**src/common/core_cfg.svh**
```systemverilog
`ifndef CORE_CFG_SVH
`define CORE_CFG_SVH

// datapath and pc width
`define CORE_XLEN 32

// register number width, 32 integer registers
`define CORE_REG_AW 5

// first fetch address after reset
`define CORE_RESET_VECTOR 32'h0000_0000

// addi x0,x0,0
`define CORE_NOP 32'h0000_0013

`endif

```
**src/common/core_pkg.sv**
```systemverilog
`include "core_cfg.svh"

package core_pkg;

	typedef logic [`CORE_XLEN-1:0]   word_t;     // data, pc or immediate
	typedef logic [31:0]             instr_t;
	typedef logic [`CORE_REG_AW-1:0] reg_addr_t;

	// ten operations, encoded in four bits
	typedef enum logic [3:0]
	{
		alu_add,
		alu_sub,
		alu_sll,
		alu_slt,
		alu_sltu,
		alu_xor,
		alu_srl,
		alu_sra,
		alu_or,
		alu_and
	} alu_op_e;

	// fetch/decode register
	typedef struct packed
	{
		word_t  pc;
		instr_t instr;
	} fetch_t;

	// decode/execute register
	typedef struct packed
	{
		alu_op_e   alu_op;
		logic      a_pc;     // auipc
		logic      a_zero;   // lui
		logic      b_imm;
		logic      wen;      // low for bubbles
		reg_addr_t rd;
		reg_addr_t rs1;
		reg_addr_t rs2;
		word_t     rs1_data;
		word_t     rs2_data;
		word_t     imm;
		word_t     pc;
	} decoded_t;

	// one register write, also the execute/writeback register
	typedef struct packed
	{
		logic      valid;
		reg_addr_t rd;
		word_t     data;
	} retire_t;

endpackage

```
**src/rtl/core_fetch.sv**
```systemverilog
`timescale 1ns/1ps

`include "core_cfg.svh"

module core_fetch import core_pkg::*;
(
	input  logic   clk_i,
	input  logic   reset_i,

	input  instr_t instr_i,       // returned in the same cycle
	output word_t  instr_addr_o,
	output fetch_t fetch_o
);

	word_t pc_q; // address being fetched this cycle

	assign instr_addr_o = pc_q;

	// no stalls or redirects, so the pc simply walks forward
	always_ff @(posedge clk_i or negedge reset_i)
	begin
		if (!reset_i)
		begin
			pc_q <= `CORE_RESET_VECTOR;
		end
		else
		begin
			pc_q <= pc_q + word_t'(4);
		end
	end

	// capture the returned word together with the address it came from
	always_ff @(posedge clk_i or negedge reset_i)
	begin
		if (!reset_i)
		begin
			fetch_o.pc    <= `CORE_RESET_VECTOR;
			fetch_o.instr <= `CORE_NOP; // decode sees a harmless nop first
		end
		else
		begin
			fetch_o.pc    <= pc_q;
			fetch_o.instr <= instr_i;
		end
	end

endmodule

```
**src/rtl/core_regfile.sv**
```systemverilog
`timescale 1ns/1ps

`include "core_cfg.svh"

module core_regfile import core_pkg::*;
(
	input  logic      clk_i,
	input  logic      reset_i,

	input  reg_addr_t rs1_i,
	input  reg_addr_t rs2_i,
	output word_t     rs1_data_o,
	output word_t     rs2_data_o,

	input  retire_t   retire_i      // write port
);

	localparam int unsigned num_regs = 2 ** `CORE_REG_AW;

	word_t regs [num_regs];

	// written on the falling edge so decode reads the new value in the same cycle
	always_ff @(negedge clk_i or negedge reset_i)
	begin
		if (!reset_i)
		begin
			for (int i = 0; i < num_regs; i++)
				regs[i] <= '0;
		end
		else if (retire_i.valid)
		begin
			regs[retire_i.rd] <= retire_i.data;
		end
	end

	// x0 is hardwired
	assign rs1_data_o = (rs1_i == '0) ? '0 : regs[rs1_i];
	assign rs2_data_o = (rs2_i == '0) ? '0 : regs[rs2_i];

endmodule

```
**src/decode/core_decode.sv**
```systemverilog
`timescale 1ns/1ps

module core_decode import core_pkg::*;
(
	input  logic      clk_i,
	input  logic      reset_i,

	input  fetch_t    fetch_i,

	output reg_addr_t rs1_o,
	output reg_addr_t rs2_o,
	input  word_t     rs1_data_i,
	input  word_t     rs2_data_i,

	output decoded_t  decoded_o
);

	localparam logic [6:0] opc_op     = 7'b0110011;
	localparam logic [6:0] opc_op_imm = 7'b0010011;
	localparam logic [6:0] opc_lui    = 7'b0110111;
	localparam logic [6:0] opc_auipc  = 7'b0010111;

	instr_t     instr;
	logic [6:0] opcode;
	logic [2:0] funct3;
	logic       funct7_alt; // bit 30, sub and sra
	logic       supported;
	word_t      imm_i;
	word_t      imm_u;
	decoded_t   dec;

	// funct3 picks the operation, the alt bit splits add/sub and srl/sra
	function automatic alu_op_e funct_to_alu(input logic [2:0] f3, input logic sub_sel,
			input logic sra_sel);
		case (f3)
			3'b000:  return sub_sel ? alu_sub : alu_add;
			3'b001:  return alu_sll;
			3'b010:  return alu_slt;
			3'b011:  return alu_sltu;
			3'b100:  return alu_xor;
			3'b101:  return sra_sel ? alu_sra : alu_srl;
			3'b110:  return alu_or;
			default: return alu_and;
		endcase
	endfunction

	assign instr      = fetch_i.instr;
	assign opcode     = instr[6:0];
	assign funct3     = instr[14:12];
	assign funct7_alt = instr[30];

	assign rs1_o = instr[19:15];
	assign rs2_o = instr[24:20];

	assign imm_i = {{20{instr[31]}}, instr[31:20]};
	assign imm_u = {instr[31:12], 12'b0};

	always_comb
	begin
		dec          = '0;
		supported    = 1'b1;
		dec.rd       = instr[11:7];
		dec.rs1      = rs1_o;
		dec.rs2      = rs2_o;
		dec.rs1_data = rs1_data_i;
		dec.rs2_data = rs2_data_i;
		dec.pc       = fetch_i.pc;

		case (opcode)
			opc_op:
			begin
				dec.alu_op = funct_to_alu(funct3, funct7_alt, funct7_alt);
			end
			opc_op_imm:
			begin
				// bit 30 of addi is just immediate sign, only srai uses it
				dec.alu_op = funct_to_alu(funct3, 1'b0, funct7_alt);
				dec.b_imm  = 1'b1;
				dec.imm    = imm_i;
			end
			opc_lui:
			begin
				dec.a_zero = 1'b1; // 0 + imm
				dec.b_imm  = 1'b1;
				dec.imm    = imm_u;
			end
			opc_auipc:
			begin
				dec.a_pc  = 1'b1; // pc + imm
				dec.b_imm = 1'b1;
				dec.imm   = imm_u;
			end
			default:
			begin
				supported = 1'b0; // loads, stores, branches etc become bubbles
			end
		endcase

		dec.wen = supported && (dec.rd != '0);
	end

	always_ff @(posedge clk_i or negedge reset_i)
	begin
		if (!reset_i)
			decoded_o <= '0; // bubble
		else
			decoded_o <= dec;
	end

endmodule

```
**src/execute/core_execute.sv**
```systemverilog
`timescale 1ns/1ps

`include "core_cfg.svh"

module core_execute import core_pkg::*;
(
	input  logic     clk_i,
	input  logic     reset_i,

	input  decoded_t decoded_i,
	output retire_t  retire_o
);

	localparam int unsigned shamt_w = $clog2(`CORE_XLEN);

	word_t              rs1_val;
	word_t              rs2_val;
	word_t              op_a;
	word_t              op_b;
	word_t              result;
	logic [shamt_w-1:0] shamt;
	logic               fwd_rs1;
	logic               fwd_rs2;

	// the instruction ahead is sitting in the retire register and not yet in the
	// register file when decode read it
	assign fwd_rs1 = retire_o.valid && (retire_o.rd == decoded_i.rs1);
	assign fwd_rs2 = retire_o.valid && (retire_o.rd == decoded_i.rs2);

	assign rs1_val = fwd_rs1 ? retire_o.data : decoded_i.rs1_data;
	assign rs2_val = fwd_rs2 ? retire_o.data : decoded_i.rs2_data;

	always_comb
	begin
		if (decoded_i.a_pc)
			op_a = decoded_i.pc;
		else if (decoded_i.a_zero)
			op_a = '0;
		else
			op_a = rs1_val;
	end

	assign op_b  = decoded_i.b_imm ? decoded_i.imm : rs2_val;
	assign shamt = op_b[shamt_w-1:0];

	always_comb
	begin
		case (decoded_i.alu_op)
			alu_add:  result = op_a + op_b;
			alu_sub:  result = op_a - op_b;
			alu_sll:  result = op_a << shamt;
			alu_slt:  result = word_t'($signed(op_a) < $signed(op_b));
			alu_sltu: result = word_t'(op_a < op_b);
			alu_xor:  result = op_a ^ op_b;
			alu_srl:  result = op_a >> shamt;
			alu_sra:  result = $signed(op_a) >>> shamt; // keeps the sign bit
			alu_or:   result = op_a | op_b;
			alu_and:  result = op_a & op_b;
			default:  result = '0;
		endcase
	end

	// execute/writeback register, doubles as the retire record
	always_ff @(posedge clk_i or negedge reset_i)
	begin
		if (!reset_i)
		begin
			retire_o <= '0;
		end
		else
		begin
			retire_o.valid <= decoded_i.wen;
			retire_o.rd    <= decoded_i.rd;
			retire_o.data  <= result;
		end
	end

endmodule

```
**src/rtl/core_top.sv**
```systemverilog
`timescale 1ns/1ps

module core_top import core_pkg::*;
(
	input  logic    clk_i,
	input  logic    reset_i,

	input  instr_t  instr_i,
	output word_t   instr_addr_o,

	output retire_t retire_o     // one record per register write
);

	fetch_t    fetch;
	decoded_t  decoded;
	reg_addr_t rs1;
	reg_addr_t rs2;
	word_t     rs1_data;
	word_t     rs2_data;

	core_fetch i_core_fetch (
		.clk_i        (clk_i),
		.reset_i      (reset_i),
		.instr_i      (instr_i),
		.instr_addr_o (instr_addr_o),
		.fetch_o      (fetch)
	);

	core_decode i_core_decode (
		.clk_i      (clk_i),
		.reset_i    (reset_i),
		.fetch_i    (fetch),
		.rs1_o      (rs1),
		.rs2_o      (rs2),
		.rs1_data_i (rs1_data),
		.rs2_data_i (rs2_data),
		.decoded_o  (decoded)
	);

	core_regfile i_core_regfile (
		.clk_i      (clk_i),
		.reset_i    (reset_i),
		.rs1_i      (rs1),
		.rs2_i      (rs2),
		.rs1_data_o (rs1_data),
		.rs2_data_o (rs2_data),
		.retire_i   (retire_o)   // write port fed straight from the retire register
	);

	core_execute i_core_execute (
		.clk_i     (clk_i),
		.reset_i   (reset_i),
		.decoded_i (decoded),
		.retire_o  (retire_o)
	);

endmodule

```
**config.mk**
```make
export PLATFORM = sky130hd
export DESIGN_NAME = core_top
export DESIGN_NICKNAME = d
export VERILOG_FILES = /design/src/common/core_pkg.sv /design/src/rtl/core_fetch.sv /design/src/rtl/core_regfile.sv /design/src/decode/core_decode.sv /design/src/execute/core_execute.sv /design/src/rtl/core_top.sv
export VERILOG_INCLUDE_DIRS = /design/src /design/src/common
export SDC_FILE = /design/constraint.sdc
export NUM_CORES = 2
export LEC_CHECK = 0
export BUFFER_PORTS_ARGS = -buffer_cell sky130_fd_sc_hd__buf_2
export CAP_MARGIN = 20
export CORE_MARGIN = 2
export CORE_UTILIZATION = 45
export CTS_CLUSTER_DIAMETER = 30
export DETAILED_ROUTE_END_ITERATION = 8
export PLACE_DENSITY_LB_ADDON = 0.25
export SKIP_CTS_REPAIR_TIMING = 1
export SLEW_MARGIN = 20
export SYNTH_ARGS = -nofsm -noshare
export SYNTH_HDL_FRONTEND = slang
export SYNTH_HIERARCHICAL = 1
export SYNTH_SLANG_ARGS = --single-unit
```
**constraint.sdc**
```tcl
create_clock -name clk_i -period 5.35 [get_ports clk_i]
set_input_delay 1.605 -clock clk_i [delete_from_list [all_inputs] [get_ports clk_i]]
set_output_delay 1.605 -clock clk_i [all_outputs]
set_load 0.05 [all_outputs]
```
==> implementation parameters <==
Parameter                              Value

Min path
  HP Class ... reg2reg

Drt
  Final ANT Viol Nets ... 0
  Post-DR wirelength/cell ... 32.03 µm
  Total DRC errors in the routed layout ... 0
  DRT Pass-1 Iters ... 6
  Detailed-route wire length ... 267.2 mm
  Number of vias per cell after detailed routing ... 6.544
  Vias ... 54600
  Number of DRC violations after detailed-routing iteration 0 ... 5755

Floorplan
  Die X-Extent ... 407.6 µm
  Die outline height ... 407.6 µm
  Floorplan row count ... 148
  Top-level port count ... 104
  Placeable core region ... 0.1622 mm²
  Initial Util ... 45.20%
  Die area ... 0.1662 mm²

Yosys
  Cell with the most instances after synthesis ... sky130_fd_sc_hd__mux2_2
  Xor/xnor cell area share of the yosys netlist ... 0.7884%
  Fraction of the mapped netlist area in compound gates ... 8.710%
  Post-synth EDFFs ... 0
  Post-Synth Adder-Cell Area ... 1.744%
  Number of instances in the synthesized netlist ... 5709
  Primary FF master, synth ... sky130_fd_sc_hd__dfrtn_1
  Number of distinct library cells after synthesis ... 97
  Commonest cells post-synth ... sky130_fd_sc_hd__mux2_2 (1064), sky130_fd_sc_hd__dfrtn_1 (1024), sky130_fd_sc_hd__mux4_2 (448), sky130_fd_sc_hd__nand2_1 (324), sky130_fd_sc_hd__dfrtp_1 (278)
  Share of flip-flops with an asynchronous set or reset ... 100.0%
  Mean instance size in the synthesized netlist ... 12.84 µm²
  Yosys warns ... 6
  Synth area leader ... sky130_fd_sc_hd__dfrtn_1
  Mapped cell area ... 0.07332 mm²
  Sequential element share of the synthesized area ... 44.55%
  Main combinational cell family by area after synthesis ... multiplexers
  Cell types with the largest area share after synthesis ... sky130_fd_sc_hd__dfrtn_1 (35%), sky130_fd_sc_hd__mux2_2 (16%), sky130_fd_sc_hd__mux4_2 (14%)
  Yosys top cell area share ... 34.95%
  Post-synthesis register bit count ... 1305
  Share of cell area taken by muxes after synthesis ... 34.18%
  Share of synthesized cell area in and, or, nand and nor gates ... 5.488%

Setup path
  Most used cell, CP ... sky130_fd_sc_hd__buf_4
  Delay of the slowest critical-path stage ... 0.80 ns
  Peak fanout along the critical path ... 19
  Crit Path Class ... reg2reg
  Worst path bufs/invs ... 2
  Critical-path cell list ... buf_4 > nor3b_1 > nand2_2 > buf_4 > mux2_2
  Crit path max-delay cell type ... sky130_fd_sc_hd__nor3b_1
  CP top delay family ... simple AND/OR/NAND/NOR gates
  Crit path arrival time ... 3.24 ns
  Type of destination of the critical path ... flip-flop
  Sort of element at the start of the critical path ... flip-flop
  Required time of the critical path ... 3.33 ns
  Setup slack of the most critical reg-to-reg path ... 0.08 ns

STA
  Final worst-path setup slack ... 0.08438 ns
  Max-Slew Margin vs Limit ... 21.34%
  Final-report setup violation count ... 0
  Setup TNS ... 0 ns
  Worst Hold Margin ... 0.3442 ns
  Worst Clk Skew ... 0.1151 ns
  Worst slew pin tran ... 1.180 ns
  Final Max Tran Viols ... 0
  Final hold violation count ... 0

CTS
  Number of clock buffers inserted by TritonCTS ... 326
  Sinks on Clock Net ... 1305
  Clock root cell ... sky130_fd_sc_hd__clkbuf_16
  CTS max path bufs ... 4
  Skew-Pair Late Insertion Delay ... 0.94 ns
  CTS tree ... built
  H-tree lvl count ... 5
  Clock transition at the registers of the reported paths ... 0.05 ns

Layout
  Layout cells sized above 1 ... 42.18%
  Count of non-filler cells in the finished layout ... 8343
  Fill cell count ... 13410
  Growth of design area from synthesis to finish ... 20.68%
  Nets ... 6051

Placed design
  Final HPWL DP ... 170.2 mm
  Worst Setup Slack post-DPL ... -0.02284 ns
  Routability congestion estimate ... 1.041
  Input/output buffers ... 101
  Total placed cells including tap cells ... 7761

Global routing
  All-Layer GR Usage ... 31.80%
  Wire length of the first global-routing pass ... 389.7 mm
  Aggregate global routing overflow ... 0
  Number of global-route vias before repair ... 55460
  Largest net degree at the start of global routing ... 88
  Initial antenna violation count ... 12

Run
  Number of maximum-capacitance constraint violations ... 0

Power and ir drop
  Power density over the cells ... 405.4 mW/mm²
  Static power due to leakage ... 40.51 nW
  IR drop worst, VDD ... 0.3946 mV

Outcome
  Status ... completed
-- cell usage in the layout, fill, tap and decap left out, types with 49 or more instances in the layout --
cell type / count
sky130_fd_sc_hd__a211oi_1: 85
sky130_fd_sc_hd__a21oi_1: 169
sky130_fd_sc_hd__a221oi_1: 68
sky130_fd_sc_hd__a22oi_1: 89
sky130_fd_sc_hd__a311oi_1: 70
sky130_fd_sc_hd__buf_12: 63
sky130_fd_sc_hd__buf_2: 100
sky130_fd_sc_hd__buf_4: 258
sky130_fd_sc_hd__bufinv_16: 49
sky130_fd_sc_hd__clkbuf_16: 335
sky130_fd_sc_hd__clkinv_2: 59
sky130_fd_sc_hd__dfrtn_1: 1024
sky130_fd_sc_hd__dfrtp_1: 257
sky130_fd_sc_hd__ha_1: 97
sky130_fd_sc_hd__inv_1: 102
sky130_fd_sc_hd__mux2_2: 1064
sky130_fd_sc_hd__mux2i_1: 256
sky130_fd_sc_hd__mux4_2: 448
sky130_fd_sc_hd__nand2_1: 307
sky130_fd_sc_hd__nand4_1: 50
sky130_fd_sc_hd__nor2_1: 166
sky130_fd_sc_hd__nor2b_1: 74
sky130_fd_sc_hd__o211ai_1: 60
sky130_fd_sc_hd__o21ai_0: 143
sky130_fd_sc_hd__o21ai_1: 97
sky130_fd_sc_hd__xnor2_1: 53
-- area by class of cell --
| type | count | area [µm²] | share of cell area, % |
|---|---|---|---|
| clock buffer | 415 | 9094 | 10.28 |
| inverter | 107 | 406.6 | 0.4596 |
| multi-input combinational | 3755 | 37610 | 42.51 |
| tap | 2175 | 2721 | 3.076 |
| timing repair buffer | 421 | 3699 | 4.180 |
| clock inverter | 163 | 2241 | 2.533 |
| antenna | 2 | 5.005 | 0.005657 |
| sequential | 1305 | 32700 | 36.96 |
-- layer usage --
metal,wire (µm),global-route usage [%]
met5,46,0
met1,106800,42.17
met3,24530,8.038
met2,119800,47.89
met4,15990,17.43
-- metrics by stage --
step	cell area, µm²	power (mW)	utilization [%]
after floorplan	73330	13.58	-
after global placement	77060	15.48	47.50
after detailed placement	77060	15.50	47.50
after CTS	88390	35.89	54.49
after global routing	88470	36.89	54.54
final	88470	35.86	54.54
-- cell families after synthesis --
kind of cell             after synthesis
flip-flops                          1305
other                                  1
XOR/XNOR                              66
buffers and inverters                652
AND/OR/NAND/NOR                      831
multiplexers                        1806
adder cells (fa/ha/maj)              101
AO/OA/AOI/OAI                        947
-- sequential cells by signal, summed over array words and instances, names as in the netlist --
signal / flops
i_core_decode/decoded_o: 151
i_core_execute/retire_o: 38
i_core_fetch/fetch_o: 62
i_core_fetch/instr_addr_o: 30
i_core_regfile/regs: 1024
-- power by group --
| part | leakage (nW) | switching (mW) | internal (mW) |
|---|---|---|---|
| logic | 17.2 | 3.05 | 1.51 |
| clock network | 5.54 | 6.07 | 14.3 |
| registers | 17.8 | 0.623 | 10.4 |
| total | 40.5 | 9.74 | 26.1 |
-- worst reg2reg max path, cell delays in order, from the launching register on --
cell	delay, ns
sky130_fd_sc_hd__dfrtp_2	0.43
sky130_fd_sc_hd__buf_4	0.17
sky130_fd_sc_hd__nor3b_1	0.80
sky130_fd_sc_hd__nand2_2	0.19
sky130_fd_sc_hd__buf_4	0.38
sky130_fd_sc_hd__mux2_2	0.37
-- worst paths after layout --
kind                                                        from  depth (start not counted)                                     end
max                        i_core_execute/retire_o[34]$_DFF_PN0_                          5    i_core_regfile/regs[702]$_DFFE_NN0P_
min                           i_core_fetch/fetch_o[62]$_DFF_PN0_                          0   i_core_decode/decoded_o[30]$_DFF_PN0_
max in group asynchronous                                reset_i                          3    i_core_regfile/regs[204]$_DFFE_NN0P_
max reg2reg                i_core_execute/retire_o[34]$_DFF_PN0_                          5    i_core_regfile/regs[702]$_DFFE_NN0P_
min in group asynchronous                                reset_i                          2  i_core_decode/decoded_o[110]$_DFF_PN0_
min reg2reg                   i_core_fetch/fetch_o[62]$_DFF_PN0_                          0   i_core_decode/decoded_o[30]$_DFF_PN0_
Note: power is estimated with default switching activity, not from simulation.
